`src/common/flitPkg.sv`:
```
package flitPkg;

  localparam int KindW = 3;
  localparam int DestW = 4;
  localparam int LengthW = 12;
  localparam int DataW = DestW + LengthW;

  typedef logic [KindW-1:0] flitKindT;

  localparam flitKindT KindIdle = 3'd0;
  localparam flitKindT KindHeader = 3'd1;
  localparam flitKindT KindBody = 3'd2;
  localparam flitKindT KindTail = 3'd3;

  typedef logic [LengthW-1:0] lengthT; // Packet budget in flits

  typedef struct packed {
    logic [DestW-1:0] dest;
    lengthT length;
  } headerT;

  // Header flits carry dest and length, the others carry raw payload
  typedef union packed {
    headerT header;
    logic [DataW-1:0] payload;
  } flitDataU;

  typedef struct packed {
    flitKindT kind;
    flitDataU data;
  } flitT;

endpackage

```
`src/common/portPkg.sv`:
```
package portPkg;

  localparam int NumPorts = 5;

  // Port order L, N, E, W, S
  typedef logic [2:0] portIdxT;

  localparam portIdxT PortL = 3'd0;
  localparam portIdxT PortS = 3'd4;

  // Bit 0 idle, bits 1 to 5 for L through S
  typedef logic [NumPorts:0] grantT;

  localparam grantT GrantIdle = 6'b000001;

  typedef struct packed {
    logic req;
    flitPkg::flitT flit;
  } inChanT;

  typedef struct packed {
    logic valid;
    flitPkg::flitT flit;
    flitPkg::lengthT budget; // Length of the last header seen
  } bufT;

endpackage

```
`src/arbiter/outputArbiter.sv`:
```
`timescale 1ns/10ps

module outputArbiter (
  input logic clk,
  input logic rst,
  input portPkg::bufT bufs [portPkg::NumPorts],
  input logic [portPkg::NumPorts-1:0] headerLoad,
  input logic sent,
  output portPkg::grantT grant
);

  import flitPkg::*;
  import portPkg::*;

  logic [NumPorts-1:0] expired;
  grantT nextGrant;
  portIdxT owner;
  logic midPacket;
  logic hold;

  function automatic portIdxT ownerOf(grantT g);
    portIdxT idx;
    idx = PortL;
    for (int i = 0; i < NumPorts; i++)
    begin
      if (g[i+1])
        idx = portIdxT'(i);
    end
    return idx;
  endfunction

  function automatic portIdxT nextPort(portIdxT p);
    return (p == PortS) ? PortL : portIdxT'(p + 1'b1);
  endfunction

  function automatic grantT grantOf(portIdxT p);
    return grantT'(1) << (p + 1);
  endfunction

  for (genvar i = 0; i < NumPorts; i++)
  begin : timerGen
    packetTimer portTimer (
      .clk(clk),
      .rst(rst),
      .budget(bufs[i].budget),
      .load(headerLoad[i]),
      .run(grant[i+1]),
      .sent(sent),
      .expired(expired[i])
    );
  end

  assign owner = ownerOf(grant);

  // Owner also holds across the gap between two flits of one packet
  assign hold = bufs[owner].valid || midPacket;

  always_comb
  begin
    portIdxT cand;
    int tries;
    cand = (grant == GrantIdle) ? PortL : nextPort(owner);
    tries = (grant == GrantIdle) ? NumPorts : NumPorts - 1; // Owner is not searched again
    nextGrant = GrantIdle;
    if (grant != GrantIdle && hold && !expired[owner])
      nextGrant = grant;
    else
    begin
      for (int k = 0; k < NumPorts; k++)
      begin
        if (k < tries && nextGrant == GrantIdle && bufs[cand].valid)
          nextGrant = grantOf(cand);
        cand = nextPort(cand);
      end
    end
  end

  always_ff @(posedge clk)
  begin
    if (rst)
    begin
      grant <= GrantIdle;
      midPacket <= 1'b0;
    end
    else
    begin
      grant <= nextGrant;
      if (nextGrant != grant)
        midPacket <= 1'b0;
      else if (sent)
        midPacket <= (bufs[owner].flit.kind != KindTail); // Popped flit still held here
    end
  end

  grantOneHot: assert property (
    @(posedge clk) disable iff (rst)
    $onehot(grant)
  );

endmodule

```
`src/arbiter/packetTimer.sv`:
```
`timescale 1ns/10ps

module packetTimer (
  input logic clk,
  input logic rst,
  input flitPkg::lengthT budget,
  input logic load,
  input logic run,
  input logic sent,
  output logic expired
);

  import flitPkg::*;

  lengthT limit;
  lengthT count;

  always_ff @(posedge clk)
  begin
    if (rst)
    begin
      limit <= '0;
      count <= '0;
    end
    else
    begin
      if (load)
        limit <= budget;
      if (load || !run)
        count <= '0; // New packet or grant lost
      else if (sent)
        count <= count + 1'b1; // Counts transfers, not cycles
    end
  end

  assign expired = (count == limit);

endmodule

```
`src/hdl/flitReceiver.sv`:
```
`timescale 1ns/10ps

module flitReceiver (
  input logic clk,
  input logic rst,
  input portPkg::inChanT inChan,
  output logic inAck,
  input logic pop,
  output portPkg::bufT rxBuf,
  output logic headerLoad
);

  import flitPkg::*;

  logic capture;
  logic heldValid;
  flitT heldFlit;
  lengthT heldBudget;

  assign capture = inChan.req && !inAck && !heldValid; // Empty slot and fresh request

  always_ff @(posedge clk)
  begin
    if (rst)
    begin
      inAck <= 1'b0;
      heldValid <= 1'b0;
      headerLoad <= 1'b0;
    end
    else
    begin
      headerLoad <= capture && (inChan.flit.kind == KindHeader); // Budget ready next cycle
      if (capture)
      begin
        inAck <= 1'b1;
        heldValid <= 1'b1;
      end
      else
      begin
        if (!inChan.req)
          inAck <= 1'b0;
        if (pop)
          heldValid <= 1'b0;
      end
    end
  end

  always_ff @(posedge clk)
  begin
    if (capture)
    begin
      heldFlit <= inChan.flit;
      if (inChan.flit.kind == KindHeader)
        heldBudget <= inChan.flit.data.header.length;
    end
  end

  assign rxBuf = '{valid: heldValid, flit: heldFlit, budget: heldBudget};

  // Sender must hold the flit until it sees ack
  flitHeldDuringAck: assert property (
    @(posedge clk) disable iff (rst)
    inChan.req && inAck |-> inChan.flit == heldFlit
  );

endmodule

```
`src/hdl/outputSwitch.sv`:
```
`timescale 1ns/10ps

module outputSwitch (
  input logic clk,
  input logic rst,
  input portPkg::grantT grant,
  input portPkg::bufT bufs [portPkg::NumPorts],
  output logic outReq,
  output flitPkg::flitT outFlit,
  input logic outAck,
  output logic [portPkg::NumPorts-1:0] pop,
  output logic sent
);

  import portPkg::*;

  bufT selBuf;
  logic [NumPorts-1:0] srcMask; // Port granted at transfer start
  logic drain;
  logic start;

  always_comb
  begin
    selBuf = '0;
    for (int i = 0; i < NumPorts; i++)
    begin
      if (grant[i+1])
        selBuf = bufs[i];
    end
  end

  assign start = !outReq && !drain && selBuf.valid;

  always_ff @(posedge clk)
  begin
    if (rst)
    begin
      outReq <= 1'b0;
      drain <= 1'b0;
      srcMask <= '0;
      pop <= '0;
      sent <= 1'b0;
    end
    else
    begin
      pop <= '0;
      sent <= 1'b0;
      if (start)
      begin
        outReq <= 1'b1;
        srcMask <= grant[NumPorts:1];
      end
      else if (outReq && outAck)
      begin
        outReq <= 1'b0;
        drain <= 1'b1; // Wait for ack to drop
        pop <= srcMask;
        sent <= 1'b1;
      end
      else if (drain && !outAck)
        drain <= 1'b0;
    end
  end

  always_ff @(posedge clk)
  begin
    if (start)
      outFlit <= selBuf.flit;
  end

  // Request and flit stay put until the receiver acks
  outFlitHeld: assert property (
    @(posedge clk) disable iff (rst)
    outReq && !outAck |=> outReq && $stable(outFlit)
  );

endmodule

```
`src/hdl/routerOutputPort.sv`:
```
`timescale 1ns/10ps

module routerOutputPort (
  input logic clk,
  input logic rst,
  input portPkg::inChanT inChan [portPkg::NumPorts],
  output logic [portPkg::NumPorts-1:0] inAck,
  output logic outReq,
  output flitPkg::flitT outFlit,
  input logic outAck
);

  import portPkg::*;

  bufT bufs [NumPorts];
  logic [NumPorts-1:0] pop;
  logic [NumPorts-1:0] headerLoad;
  grantT grant;
  logic sent;

  for (genvar i = 0; i < NumPorts; i++)
  begin : rxGen
    flitReceiver rxPort (
      .clk(clk),
      .rst(rst),
      .inChan(inChan[i]),
      .inAck(inAck[i]),
      .pop(pop[i]),
      .rxBuf(bufs[i]),
      .headerLoad(headerLoad[i]) // Loads this port's timer
    );
  end

  outputArbiter arbiter (
    .clk(clk),
    .rst(rst),
    .bufs(bufs),
    .headerLoad(headerLoad),
    .sent(sent),
    .grant(grant)
  );

  outputSwitch switch (
    .clk(clk),
    .rst(rst),
    .grant(grant),
    .bufs(bufs),
    .outReq(outReq),
    .outFlit(outFlit),
    .outAck(outAck),
    .pop(pop),
    .sent(sent)
  );

endmodule

```
`config.mk`:
```
export PLATFORM = sky130hd
export DESIGN_NAME = routerOutputPort
export DESIGN_NICKNAME = d
export VERILOG_FILES = /design/src/common/flitPkg.sv /design/src/common/portPkg.sv /design/src/arbiter/outputArbiter.sv /design/src/arbiter/packetTimer.sv /design/src/hdl/flitReceiver.sv /design/src/hdl/outputSwitch.sv /design/src/hdl/routerOutputPort.sv
export SDC_FILE = /design/constraint.sdc
export NUM_CORES = 1
export LEC_CHECK = 0
export BUFFER_PORTS_ARGS = -buffer_cell sky130_fd_sc_hd__buf_4
export CAP_MARGIN = 20
export CELL_PAD_IN_SITES_DETAIL_PLACEMENT = 1
export CELL_PAD_IN_SITES_GLOBAL_PLACEMENT = 1
export CORE_MARGIN = 2
export CORE_UTILIZATION = 51
export DETAILED_ROUTE_END_ITERATION = 7
export HOLD_SLACK_MARGIN = 0.05
export PLACE_DENSITY_LB_ADDON = 0.25
export SLEW_MARGIN = 20
export SYNTH_ARGS = -nofsm -noshare
export SYNTH_HDL_FRONTEND = slang
export SYNTH_SLANG_ARGS = --single-unit
export TNS_END_PERCENT = 50
```
`constraint.sdc`:
```
create_clock -name clk -period 8.8 [get_ports clk]
set_clock_uncertainty 0.2 [all_clocks]
set_input_delay 1.76 -clock clk [delete_from_list [all_inputs] [get_ports clk]]
set_output_delay 1.76 -clock clk [all_outputs]
set_load 0.05 [all_outputs]
```
## Word-level counts from Yosys, hierarchy flattened

Cells that the tools add are included.

- $add $sub $neg: 15
- Muxes and demuxes: 71
- Reductions and logical operators: 76
- Bitwise operators: 8
- Shift operators: 5
- Equality and inequality tests: 28
- $lt $le $gt $ge: 12

Operators with widths:

| cell | count |
|---|---|
| binary-select mux 32 bit (select 3 bit) | 6 |
| two-way mux 32 bit | 17 |
| << shifter 1 x 32 -> 6 bit, first input constant | 5 |
| less-than comparator 3 x 32 -> 1 bit, first input constant | 2 |
| adder 12 x 1 -> 12 bit, second input constant | 5 |
| equality test 12 bit | 5 |
| two-way mux 6 bit | 10 |
| less-than comparator 1 x 32 -> 1 bit, first input constant | 1 |
| less-than comparator 2 x 32 -> 1 bit, first input constant | 1 |
| less-than comparator 4 x 32 -> 1 bit, first input constant | 1 |
| equality test 6 x 1 -> 1 bit, second input constant | 5 |
| logical AND 1 bit | 30 |
| two-way mux 1 bit | 28 |
| two-way mux 3 bit | 9 |
| greater-or-equal comparator 4 bit, second input constant | 6 |
| inverter 3 -> 4 bit | 6 |
| adder 3 x 1 -> 4 bit, second input constant | 5 |
| logical NOT 1 bit | 19 |
| adder 3 x 1 -> 3 bit, second input constant | 5 |
| equality test 3 x 1 -> 1 bit, second input constant | 5 |
| equality test 3 bit, second input constant | 5 |
| nonzero test 2 bit | 7 |
| OR reduction 2 bit | 7 |
| AND reduction 2 bit | 6 |
| other kinds (9) | 19 |

- Logic and storage cells: 264
- Input port bits: 103
- Register bits after elaboration: 329
- Output and inout port bits: 25

## Logic depth before layout (Yosys ltp)

Gate-level depths: netlist of run 1.

- Word-level depth: 36
- Gate-level depth with buffers: 29
- Mapped depth without buffers: 27

## Cells and area by module

A second synthesis of run 1 with hierarchy kept.

- Cells, all modules: 1,266
- Area total of the unflattened synthesis: 14,784.2 µm²

By module, submodules not included:

| module | seq. area each (µm²) | cells each | times used | area each (µm²) |
|---|---|---|---|---|
| flitReceiver | 991.0 | 44 | 5 | 1,072.3 |
| packetTimer at arbiter.timerGen[0].portTimer ... | 480.5 | 118 | 4 | 1,117.3 |
| outputSwitch | 830.8 | 199 | 1 | 1,948.1 |
| outputArbiter | 140.1 | 261 | 1 | 1,915.6 |
| packetTimer at arbiter.timerGen[4].portTimer | 480.5 | 114 | 1 | 1,089.8 |

## Least setup slack after synthesis of run 1

Ideal clock, no wire load.

- Kind: flip-flop to flip-flop
- From: reg arbiter.grant[5]
- To: reg arbiter.midPacket
- Arrival: 5,676 ps
- Data required time: 8,513 ps
- Path slack: 2,837 ps
- Clock period less this slack: 5,963 ps
- Setup time: 87 ps
- Buffers on the path: 5
- Stages on the path, launching flop included: 29
- Cell sequence: dfxtp_1 > clkbuf_1 > buf_1 > nor2_1 > ha_1 > and2_1 > inv_1 > ha_1 > clkbuf_1 > nand2_1 > o21a_1 > nor2_1 > ha_1 > o21a_1 > a211o_1 > a21o_1 > ha_1 > buf_1 > nor2_1 > mux2i_1 > nor2_1 > a32oi_1 > or4b_1 > buf_2 > nor4_4 > nor2_1 > a211o_1 > a211o_1 > nor4b_2

- Longest elaborated chain between the ends: 33
- Elaborated cells on any way between the ends: 91
- Those cells by class: add/sub: 10; order compare: 5; eq/ne: 13; shift: 5; mux: 38; bitwise: 6; reduce/logical: 14

RTL lines:

| element | line | RTL |
|---|---|---|
| from (decl) | outputArbiter.sv:9 | `output portPkg::grantT grant` |
| from (signal assigned) | outputArbiter.sv:82 | `grant <= GrantIdle;` |
| from (signal assigned) | outputArbiter.sv:87 | `grant <= nextGrant;` |
| two-way mux 3 bit | outputArbiter.sv:26 | `if (g[i+1])` |
| adder 3 x 1 -> 3 bit or equality test 3 bit (tied branches) | outputArbiter.sv:33 | `return (p == PortS) ? PortL : portIdxT'(p + 1'b1);` |
| two-way mux 3 bit | outputArbiter.sv:33 |  |
| two-way mux 3 bit | outputArbiter.sv:62 | `cand = (grant == GrantIdle) ? PortL : nextPort(owner);` |
| inverter 3 -> 4 bit (implied by the code) | outputArbiter.sv:71 | `if (k < tries && nextGrant == GrantIdle && bufs[cand].valid)` |
| binary-select mux 32 bit (select 3 bit) | outputArbiter.sv:71 |  |
| two-way mux 32 bit (implied by the code) (2 in series) | outputArbiter.sv:71 |  |
| logical AND 1 bit | outputArbiter.sv:71 |  |
| [... 15 more ...] | n/a |  |
| two-way mux 6 bit | outputArbiter.sv:71 |  |
| two-way mux 6 bit | outputArbiter.sv:65 | `if (grant != GrantIdle && hold && !expired[owner])` |
| equality test 6 x 1 -> 1 bit | outputArbiter.sv:71 |  |
| logical AND 1 bit (2 in series) | outputArbiter.sv:71 |  |
| two-way mux 6 bit | outputArbiter.sv:71 |  |
| two-way mux 6 bit | outputArbiter.sv:65 |  |
| != test 6 bit | outputArbiter.sv:88 | `if (nextGrant != grant)` |
| OR reduction 2 bit (no source line) | n/a |  |
| to (signal assigned) | outputArbiter.sv:91 | `midPacket <= (bufs[owner].flit.kind != KindTail);` |
| to (decl) | outputArbiter.sv:18 | `logic midPacket;` |

Several ways; a longest one is shown, not always the timed one. The select of a mux whose other input is x is not followed.
A chain may end at the register's enable or synchronous reset.

## Final worst setup path of run 1

- From: reg arbiter.grant[3]
- To: reg arbiter.midPacket

- Longest elaborated chain between the ends: 35
- Elaborated cells on any way between the ends: 93
- Those cells by class: add/sub: 10; order compare: 5; eq/ne: 13; shift: 5; mux: 40; bitwise: 6; reduce/logical: 14

RTL lines:

| element | line |
|---|---|
| two-way mux 3 bit (3 in series) | outputArbiter.sv:26 |
| adder 3 x 1 -> 3 bit or equality test 3 bit (tied branches) | outputArbiter.sv:33 |
| two-way mux 3 bit | outputArbiter.sv:33 |
| two-way mux 3 bit | outputArbiter.sv:62 |
| inverter 3 -> 4 bit (implied by the code) | outputArbiter.sv:71 |
| binary-select mux 32 bit (select 3 bit) | outputArbiter.sv:71 |
| two-way mux 32 bit (implied by the code) (2 in series) | outputArbiter.sv:71 |
| logical AND 1 bit | outputArbiter.sv:71 |
| [... 15 more ...] | n/a |
| two-way mux 6 bit | outputArbiter.sv:71 |
| two-way mux 6 bit | outputArbiter.sv:65 |
| equality test 6 x 1 -> 1 bit | outputArbiter.sv:71 |
| logical AND 1 bit (2 in series) | outputArbiter.sv:71 |
| two-way mux 6 bit | outputArbiter.sv:71 |
| two-way mux 6 bit | outputArbiter.sv:65 |
| != test 6 bit | outputArbiter.sv:88 |
| OR reduction 2 bit (no source line) | n/a |

Several ways; a longest one is shown, not always the timed one. The select of a mux whose other input is x is not followed.

==> metrics.md, run 1 <==
| Metric | Value |
|---|---|
| Die area | around 29000 sq um |
| Tmin final | 7.43 ns |
| Chip Width | 170 um |
| EDFF count, synth | between 150 and 200 |
| Post-synthesis cell count | 1265 |
| Io pins | between 100 and 150 |
| Antenna-violating nets left | 0 |
| Crit path required time | 9.02 ns |
| TritonCTS buffer count | 35 |
| Sequential area share after synthesis | 0.590 |
| CTS tree | done |
| Mapped Area | between 10000 and 15000 sq um |
| # nets final | 1504 |
| Worst R2R End | arbiter.midPacket$_SDFFE_PP0P_ |
| Worst Max-Slew Pin Slew | 0.958 ns |
| Hold endpoint | switch.srcMask[2]$_SDFFE_PP0P_ |
| Fin. max-slew vios | 0 |
| # setup viols final | 0 |
| Outcome | completed |
| Met2 wire len | 20200 um |
| Slew headroom | 0.361 |
| Largest net degree at the start of global routing | 51 |
| 1st-pass router iterations | 5 |
| Buffers on Ports | 127 |
| Site Rows | 60 |
| CTS clk-pin slew, worst paths | approximately 0.060 ns |
| CTS max path bufs | 3 |
| H-Tree Level Count | 2 |
| Initial antenna violation count | 2 |
| DRT iter0 DRCs | 884 |
| Crit path launch | arbiter.grant[3]$_SDFF_PP0_ |
| Post-CTS sizing | 0 |
| Top sig layer | met5 |
| Psw | 1.92 mW |
| R2r worst-path depth | 25 |
| Cts hold-fix bufs | 0 |
| Final Hold Fails | 0 |
| Worst Hold Launch | switch.srcMask[2]$_SDFFE_PP0P_ |
| Layout cells sized above 1 | 0.153 |
| Vias post-DR | 10280 |
| Seq pwr share | 0.347 |
| GRT Overall Usage | 0.288 |
| Dpl ws | 1.47 ns |
| Clock power share | 0.279 |
| Setup Crit Path Kind | flip-flop to flip-flop |
| RePlAce Congestion | 0.900 |
| Origin of the critical flop-to-flop path | arbiter.grant[3]$_SDFF_PP0_ |
| R2R Setup Slk | 1.37 ns |
| Vias in the first global route | 10820 |
| LEAKAGE | 6.37 nW |
| Setup crit end kind | flip-flop |
| Most frequent cells in the layout | nor2_1 (181), edfxtp_1 (174), dfxtp_1 (153) |
| Starting Density | 0.521 |
| First-pass GRT wire length | 63100 um |
| Peak VDD IR | 0.208 mV |
| Final Power | approximately 5 mW |
| Max-cap violations | 0 |
| Fmax | 135 MHz |
| Post-CTS Setup Inserts | 0 |
| RSZ-0062 raised after global routing | no |
| Hold path depth | 2 |
| Yosys warns | 0 |
| Post-synth top area share | 0.370 |
| Core Region | 27100 sq um |
| Met3 WL | 2560 um |
| Clock sinks | 329 |
| Final setup TNS | 0 ns |
| Setup ws final | 1.37 ns |
| Switching fraction of total power | 0.375 |
| GRT Residual Overflow | 0 |
| Yosys cell types | 77 |
| HP Class | flip-flop to flip-flop |
| Synth Flop Type | edfxtp_1 |
| Power Dens Cells | 310 nW/um^2 |
| Hpwl dp | 29500 um |
| Logic pwr share | 0.374 |
| Drt via density | 5.78 |
| Area growth syn-to-layout | 17.0% |
| Clock root buffer | clkbuf_16 |
| Asr flop ratio synth | 0 |
| DRC | 0 |
| Critical path fanouts, max | 50 |
| Later-pin clock latency in the skew report | 0.51 ns |
| Largest area contributor in the netlist | edfxtp_1 |
| Fill cell count | 2791 |
| Synth top area cells | edfxtp_1 (37%), dfxtp_1 (22%), xor2_1 (5.8%) |
| Drt wl/cell | 23.2 um |
| Commonest non-fill, non-tap cell in the layout | nor2_1 |
| Worst Setup Start Kind | flip-flop |
| Die Y | 170 um |
| Post-Syn Area per Cell | 11.2 sq um |
| Syn Nets | 1388 |
| Routed WL | 41300 um |
| Tcrit/Tclk final | 0.844 |
| Signal arrival time at the worst endpoint | 7.65 ns |
| DRT met1 WL | 17000 um |
| Number of synthesized register bits | 329 |
| P_int | 3.20 mW |
## routing by layer
metal,GRT usage,up-vias
met1,0.369,5089
li1,-,4748
met3,0.0512,95
met2,0.487,346
met4,0.111,2
met5,0,-
## worst max-delay path: stages, from the launching register on
cell and delay, ns:
dfxtp_2 0.95, nor2b_2 0.22, or2_1 0.32, nand2_1 0.14, inv_1 0.10, ha_1 0.42
and2_1 0.27, inv_1 0.12, ha_1 0.31, nand2_1 0.13, o21a_1 0.16, nor2_1 0.09
ha_1 0.29, o21a_1 0.13, a211o_1 0.25, a21o_1 0.26, ha_1 0.45, a2bb2oi_2 0.28
o32a_1 0.20, a32oi_1 0.10, or4b_1 0.65, nor4_4 0.33, nor2_1 0.11, a211o_1 0.30
a211o_1 0.28, nor4b_2 0.26
## how the worst max path moves through the flow
stage,end,slack [ns],cells past startpoint
after floorplan,arbiter.midPacket$_SDFFE_PP0P_,2.84,28
after global routing,arbiter.midPacket$_SDFFE_PP0P_,0.76,25
after global placement,arbiter.midPacket$_SDFFE_PP0P_,1.78,25
final,arbiter.midPacket$_SDFFE_PP0P_,1.37,25
after CTS,arbiter.midPacket$_SDFFE_PP0P_,1.41,25
after detailed placement,arbiter.midPacket$_SDFFE_PP0P_,1.47,25
## cell type report
| class | instances | area [sq um] | share of cell area |
|---|---|---|---|
| Tap cell | 372 | 465 | 0.0282 |
| Inverter | 29 | 109 | 0.00659 |
| Antenna cell | 1 | 2.50 | 0.000151 |
| Sequential cell | 329 | 8330 | 0.504 |
| Clock buffer | 53 | 993 | 0.0601 |
| Clock inverter | 9 | 103 | 0.00621 |
| Multi-Input combinational cell | 847 | 5480 | 0.331 |
| Timing Repair Buffer | 139 | 1050 | 0.0634 |
## per-stage QoR
| step | hold WS, ns | util | instance area, sq um | std cells |
|---|---|---|---|---|
| after floorplan | 0.230 | - | 14100 | 1265 |
| after global placement | 0.237 | 0.569 | 15400 | 1715 |
| after detailed placement | 0.248 | 0.569 | 15400 | 1715 |
| after CTS | 0.259 | 0.609 | 16500 | 1777 |
| after global routing | 0.276 | 0.610 | 16500 | 1779 |
| final | 0.264 | 0.610 | 16500 | 1779 |
## cells by family after synthesis
| kind of cell | after synthesis | synth area share |
|---|---|---|
| AO/OA/AOI/OAI | 210 | 0.0981 |
| buffers and inverters | 89 | 0.0252 |
| flip-flops | 329 | 0.590 |
| AND/OR/NAND/NOR | 433 | 0.147 |
| adder cells (fa/ha/maj) | 20 | 0.0177 |
| XOR/XNOR | 109 | 0.0689 |
| multiplexers | 75 | 0.0535 |
## power groups by stage
| stage | Sequential [mW] | Clock [mW] | Combinational (mW) |
|---|---|---|---|
| floorplan | 1.86 | 0 | 1.28 |
| global route | 1.78 | 1.51 | 2.09 |
| finish | 1.78 | 1.43 | 1.92 |
| CTS | 1.78 | 1.46 | 1.89 |
| detailed placement | 1.81 | 0 | 1.87 |
| global placement | 1.80 | 0 | 1.85 |
## cell usage after synthesis (3+ instances only)
cell type and n:
nand2_1 87, o21a_1 6, xnor2_1 15, a22oi_1 21, nand3b_1 3, nand3_1 20
mux2i_1 73, and3_1 24, nand4_1 17, nand2b_1 13, a21oi_1 73, o31ai_1 3
ha_1 20, and4_1 5, clkbuf_1 37, xor2_1 93, edfxtp_1 174, o211a_1 4
o211ai_1 4, a31o_1 3, inv_1 27, dfxtp_1 155, a31oi_1 5, buf_4 5
or3_1 15, nor2_1 182, buf_1 15, nor4b_1 5, a211o_1 8, nor3_1 15
buf_2 3, o2111ai_1 3, and2_1 14, nor4_1 16, a21o_1 5, o21ai_1 3
a211oi_1 3, o21ai_0 41
## flip-flops by register name, summed over array words and instances, names as in the netlist, 5 cells and up
name and count:
arbiter.grant 6, switch.outFlit 19, rxGen.rxPort.rxBuf 95, rxGen.rxPort.headerLoad 5
rxGen.rxPort.heldValid 5, switch.srcMask 5, arbiter.timerGen.portTimer.count 60, rxGen.rxPort.inAck 5
arbiter.timerGen.portTimer.limit 60, rxGen.rxPort.heldBudget 60, switch.pop 5
Note: power is estimated with default switching activity, not from simulation.
==> inputs of run 2 (changes only) <==
CORE_UTILIZATION = 48   (was 51)
clock period = 7.64 ns   (was 8.8 ns; I/O delays follow)
==> run 2 against run 1 <==
  * Critical path type unchanged
  * Routed wire length shrank 0.91%
  * Combinational power grew 15%
  * Largest cell class unchanged
  * Setup slack lost 0.51 ns
  * Sequential power up 15%
  * Register-to-register slack lost 0.51 ns
  * Flip-flop and latch count unchanged
  * Via count shrank 0.70%
  * Clock power grew 31%
  * Global-route usage fell by 2.3 points
  * Die area is 6.1% higher
  * Core utilization down 3.0 points
  * First-iteration DRC count down 25%
==> metrics.md, run 2 (synthesized netlist as in run 1, its figures left out) <==
| Metric | Value |
|---|---|
| GRT Overall Usage | 0.265 (-0.0228) |
| Clock sinks | 329 (unchanged) |
| Placed insts | 1730 (+0.87%) |
| DRC | 0 (unchanged) |
| Commonest non-fill, non-tap cell in the layout | nor2_1 |
| Chip Width | 176 um (+3.0%) |
| Later-pin clock latency in the skew report | 0.53 ns (+0.02 ns) |
| First-pass GRT wire length | 62500 um (-0.88%) |
| Signal arrival time at the worst endpoint | 7.02 ns (-0.63 ns) |
| Slew headroom | 0.296 (-0.0652) |
| # nets final | 1508 (+0.27%) |
| Setup ws final | 0.861 ns (-0.510 ns) |
| Post-DP Area | 15400 sq um (+0.24%) |
| Starting Density | 0.490 (-0.0317) |
| Largest net degree at the start of global routing | 50 (-2.0%) |
| R2R Setup Slk | 0.86 ns (-0.51 ns) |
| Core Region | 28900 sq um (+6.5%) |
| Worst Max-Slew Pin Slew | 1.05 ns (+0.0966 ns) |
| GR peak layer | met2 |
| Io pins | 128 (unchanged) |
| Tcrit/Tclk final | 0.887 (+0.0431) |
| Peak VDD IR | 0.224 mV (+7.7%) |
| Final core occ | 0.580 (-0.0297) |
| RePlAce Congestion | 0.850 (-5.6%) |
| TritonCTS buffer count | 37 (+5.7%) |
| Worst Setup Start Kind | flip-flop |
| Worst Hold Launch | switch.srcMask[3]$_SDFFE_PP0P_ |
| Final Hold Fails | 0 (unchanged) |
| Drt wl/cell | 22.7 um (-2.0%) |
| Origin of the critical flop-to-flop path | arbiter.grant[5]$_SDFF_PP0_ |
| Outcome | completed |
| H-Tree Level Count | 2 (unchanged) |
| CTS max path bufs | 3 (unchanged) |
| Cts hold-fix bufs | 0 (unchanged) |
| Max-cap violations | 0 (unchanged) |
| Crit path required time | 7.88 ns (-1.14 ns) |
| Die Y | 176 um (+3.0%) |
| Met3 Track Usage GR | 0.0416 (-0.00960) |
| Fmax | 148 MHz (+9.6%) |
| GRT Residual Overflow | 0 (unchanged) |
| Vias post-DR | 10208 (-0.70%) |
| RSZ-0062 raised after global routing | no |
| Site Rows | 62 (+3.3%) |
| # setup viols final | 0 (unchanged) |
| Antenna-violating nets left | 0 (unchanged) |
| Area growth syn-to-layout | 18.5% |
| Critical path fanouts, max | 16 (-68%) |
| 1st-pass router iterations | 5 (unchanged) |
| Routing usage on met1 | 0.354 (-0.0157) |
| Hold endpoint | switch.srcMask[3]$_SDFFE_PP0P_ |
| Setup Crit Path Kind | flip-flop to flip-flop |
| Routed WL | 40900 um (-0.91%) |
| Power Dens Cells | 365 nW/um^2 (+18%) |
| CTS tree | done |
| LEAKAGE | 6.48 nW (+1.7%) |
| Hold path depth | 2 (unchanged) |
| Fin. max-slew vios | 0 (unchanged) |
| Clock root buffer | clkbuf_16 |
| Count of non-filler cells in the finished layout | 1799 (+1.1%) |
| Hpwl dp | 29200 um (-1.1%) |
| CTS clk-pin slew, worst paths | 0.06 ns (about the same) |
| Fill cell count | 3031 (+8.6%) |
| Dpl ws | 0.926 ns (-0.547 ns) |
| Vias in the first global route | 10730 (-0.83%) |
| Initial antenna violation count | 1 (-1) |
| Die area | 30800 sq um (+6.1%) |
| Hold WS | 0.258 ns (-0.00596 ns) |
| Final Power | 6.12 mW (+19%) |
| Drt via density | 5.67 (-1.8%) |
| Most frequent cells in the layout | nor2_1 (182), edfxtp_1 (174), dfxtp_1 (154) |
| Layout cells sized above 1 | 0.158 (+0.00550) |
| Tmin final | 6.78 ns (-0.650 ns) |
| Met2 usage | 0.446 (-0.0410) |
| DRT iter0 DRCs | 667 (-25%) |
| HP Class | flip-flop to flip-flop |
| Final instance area | 16700 sq um (+1.3%) |
| R2r worst-path depth | 24 (-4.0%) |
| Worst R2R End | arbiter.midPacket$_SDFFE_PP0P_ |
| Setup crit end kind | flip-flop |
| Final setup TNS | 0 ns (unchanged) |
| Buffers on Ports | 127 (unchanged) |
| Post-CTS Setup Inserts | 0 (unchanged) |
| Post-CTS sizing | 0 (unchanged) |
| Largest register FFs | 95 (unchanged) |
## run 2: worst max path at each step
stage / end / startpoint / cells after the start / slack [ns]
after global placement: arbiter.midPacket$_SDFFE_PP0P_ / arbiter.grant[5]$_SDFF_PP0_ / 24 / 1.19
after global routing: arbiter.midPacket$_SDFFE_PP0P_ / arbiter.grant[5]$_SDFF_PP0_ / 24 / 0.36
after floorplan: arbiter.midPacket$_SDFFE_PP0P_ / arbiter.grant[5]$_SDFF_PP0_ / 28 / 1.68
after CTS: arbiter.midPacket$_SDFFE_PP0P_ / arbiter.grant[5]$_SDFF_PP0_ / 24 / 0.91
final: arbiter.midPacket$_SDFFE_PP0P_ / arbiter.grant[5]$_SDFF_PP0_ / 24 / 0.86
after detailed placement: arbiter.midPacket$_SDFFE_PP0P_ / arbiter.grant[5]$_SDFF_PP0_ / 24 / 0.93
## run 2: area by class of cell
class | count | area, sq um | area share
antenna | 1 | 2.50 | 0.000149
clock buffer | 46 | 1000 | 0.0599
clock inverter | 22 | 285 | 0.0170
inverter | 29 | 109 | 0.00650
multi-input combinational | 847 | 5470 | 0.327
sequential | 329 | 8330 | 0.498
tap | 384 | 480 | 0.0287
timing repair buffer | 141 | 1060 | 0.0632
## run 2: report_power, final
part           switching [mW]  total, mW  leakage [nW]  internal (mW)
Sequential             0.0594       2.04          2.87           1.98
Clock                   0.728       1.87         0.636           1.14
Combinational            1.46       2.20          2.97          0.741
Total                    2.25       6.12          6.48           3.87
## run 2: worst max-delay path: stages (launching register included)
cell and delay (ns):
dfxtp_1 0.73, inv_2 0.22, nand2_1 0.17, inv_1 0.09
ha_1 0.38, and2_1 0.25, inv_1 0.12, ha_1 0.31
nand2_1 0.13, o21a_1 0.16, nor2_1 0.09, ha_1 0.27
o21a_1 0.12, a211o_1 0.25, a21o_1 0.26, ha_1 0.44
a2bb2oi_2 0.29, o32a_1 0.21, a32oi_1 0.08, or4b_1 0.65
nor4_4 0.32, nor2_1 0.10, a211o_1 0.30, a211o_1 0.28
nor4b_2 0.26
## run 2: metal layers
metal	vias to the layer above	routed length [um]
met4	0	1190
met3	68	1960
met1	5088	18100
met5	-	0
li1	4759	-
met2	293	19700
==> inputs of run 3 (changes only) <==
RECOVER_POWER = 25   (was unset)
==> run 3 against run 2 <==
  * Hold slack gained 0.00067 ns
  * Core utilization is 0.73 points lower
  * Cell area is 1.3% lower
  * Non-clock buffer count stayed put
  * Highest routed layer unchanged
==> metrics.md, run 3 (synthesized netlist as in run 1, its figures left out) <==
| Metric | Value |
|---|---|
| Post-CTS sizing | 0 (unchanged) |
| Initial antenna violation count | 1 (unchanged) |
| Placed insts | 1730 (unchanged) |
| Area growth syn-to-layout | 17.0% |
| Later-pin clock latency in the skew report | 0.53 ns (about the same) |
| CP cell instances | inv_2 -> nand2_1 -> inv_1 -> ha_1 -> and2_1 -> inv_1 -> ha_1 -> nand2_1 -> o21a_1 -> nor2_1 -> ha_1 -> o21a_1 -> a211o_1 -> a21o_1 -> ha_1 -> a2bb2oi_2 -> o32a_1 -> a32oi_1 -> or4b_1 -> nor4_4 -> nor2_1 -> a211o_1 -> a211o_1 -> nor4b_2 |
| 1st-pass router iterations | 5 (unchanged) |
| Starting Density | 0.490 (unchanged) |
| Critical path fanouts, max | 16 (unchanged) |
| Setup crit end kind | flip-flop |
| Routing usage on met1 | 0.354 (unchanged) |
| Hpwl dp | 29200 um (unchanged) |
| Slowest CP cell | dfxtp_1 |
| Final Hold Fails | 0 (unchanged) |
| Chip Width | 176 um (unchanged) |
| RSZ-0062 raised after global routing | no |
| Fin. max-slew vios | 0 (unchanged) |
| Worst Max-Slew Pin Slew | 1.06 ns (+0.00195 ns) |
| Critical path's largest stage delay | 0.72 ns (about the same) |
| Crit path max-delay family | simple AND/OR/NAND/NOR gates |
| Most frequent cells in the layout | nor2_1 (182), edfxtp_1 (174), dfxtp_1 (154) |
| Cts hold-fix bufs | 0 (unchanged) |
| Vias in the first global route | 10730 (unchanged) |
| Largest net degree at the start of global routing | 50 (unchanged) |
| Fmax | 147 MHz (-0.16%) |
| CTS max path bufs | 3 (unchanged) |
| Tcrit/Tclk final | 0.889 (+0.00146) |
| Signal arrival time at the worst endpoint | 7.03 ns (about the same) |
| First-pass GRT wire length | 62500 um (unchanged) |
| Die area | 30800 sq um (unchanged) |
| Slew headroom | 0.295 (-0.00130) |
| Final setup TNS | 0 ns (unchanged) |
| Largest register FFs | 95 (unchanged) |
| DRT iter0 DRCs | 673 (+0.90%) |
| Max-cap violations | 0 (unchanged) |
| Dpl ws | 0.926 ns (unchanged) |
| Outcome | completed |
| CTS clk-pin slew, worst paths | 0.06 ns (about the same) |
| TritonCTS buffer count | 37 (unchanged) |
| GRT Residual Overflow | 0 (unchanged) |
| Crit path required time | 7.88 ns (about the same) |
| Vias post-DR | 10212 (+0.039%) |
| Met2 usage | 0.446 (unchanged) |
| Met3 Track Usage GR | 0.0416 (unchanged) |
| RePlAce Congestion | 0.850 (unchanged) |
| Worst Setup Start Kind | flip-flop |
| Drt wl/cell | 22.8 um (about the same) |
| Final core occ | 0.573 (-0.00728) |
| Buffers on Ports | 127 (unchanged) |
| Antenna-violating nets left | 0 (unchanged) |
| Drt via density | 5.68 (about the same) |
| Site Rows | 62 (unchanged) |
| # nets final | 1508 (unchanged) |
| HP Class | flip-flop to flip-flop |
| Power Dens Cells | 369 nW/um^2 (+0.99%) |
| Commonest non-fill, non-tap cell in the layout | nor2_1 |
| Die Y | 176 um (unchanged) |
| Post-CTS Setup Inserts | 0 (unchanged) |
| Setup Crit Path Kind | flip-flop to flip-flop |
| Setup ws final | 0.850 ns (-0.0112 ns) |
| CTS tree | done |
| H-Tree Level Count | 2 (unchanged) |
| Most frequent CP cell | ha_1 |
| Count of non-filler cells in the finished layout | 1799 (unchanged) |
| Core Region | 28900 sq um (unchanged) |
| Clock root buffer | clkbuf_16 |
| # setup viols final | 0 (unchanged) |
| Layout cells sized above 1 | 0.119 (-0.0396) |
| CP bufs+invs | 3 (unchanged) |
| Io pins | 128 (unchanged) |
| DRC | 0 (unchanged) |
| GR peak layer | met2 |
| GRT Overall Usage | 0.265 (unchanged) |
| Clock sinks | 329 (unchanged) |
| LEAKAGE | 6.27 nW (-3.2%) |
| Peak VDD IR | 0.223 mV (-0.22%) |
| Tmin final | 6.79 ns (+0.0112 ns) |
| Routed WL | 40900 um (about the same) |
-- run 3: power by group --
part	internal [mW]	total [mW]	switching, mW	leakage [nW]
registers	1.98	2.04	0.0596	2.87
clock network	1.14	1.87	0.729	0.636
logic	0.729	2.19	1.46	2.76
total	3.85	6.10	2.25	6.27
-- run 3: per-layer routing --
metal | up-vias | part of all wire
met3 | 66 | 0.052
met4 | 0 | 0.029
met2 | 298 | 0.48
met5 | - | 0
met1 | 5081 | 0.44
li1 | 4767 | -
-- run 3: tightest hold or removal path, delay by kind of cell (launching register included) --
| kind | cells | cell delay, ns |
|---|---|---|
| DFF | 1 | 0.31 |
| and+or+nand+nor | 1 | 0.05 |
| AOI/OAI and AO/OA | 1 | 0.05 |
-- run 3: area by class of cell --
class / count / area (sq um)
Antenna cell: 1 / 2.50
Clock buffer: 46 / 1000
Clock inverter: 22 / 285
Fill cell: 3064 / 12300
Inverter: 29 / 109
Multi-Input combinational cell: 847 / 5470
Sequential cell: 329 / 8330
Tap cell: 384 / 480
Timing Repair Buffer: 141 / 848
-- run 3: final timing paths --
path	cells past startpoint	from	to	slack (ns)
worst max-delay path	24	arbiter.grant[5]$_SDFF_PP0_	arbiter.midPacket$_SDFFE_PP0P_	0.85
worst min-delay path	2	switch.srcMask[3]$_SDFFE_PP0P_	switch.srcMask[3]$_SDFFE_PP0P_	0.26
worst max register to register	24	arbiter.grant[5]$_SDFF_PP0_	arbiter.midPacket$_SDFFE_PP0P_	0.85
worst min register to register	2	switch.srcMask[3]$_SDFFE_PP0P_	switch.srcMask[3]$_SDFFE_PP0P_	0.26
-- run 3: per-stage QoR --
stage / hold slack [ns] / instance area, sq um / power (mW)
finish: 0.259 / 16500 / 6.10
global route: 0.273 / 16500 / 6.39
CTS: 0.258 / 16700 / 6.12
detailed placement: 0.247 / 15400 / 4.24
global placement: 0.238 / 15400 / 4.22
floorplan: 0.230 / 14100 / 3.61
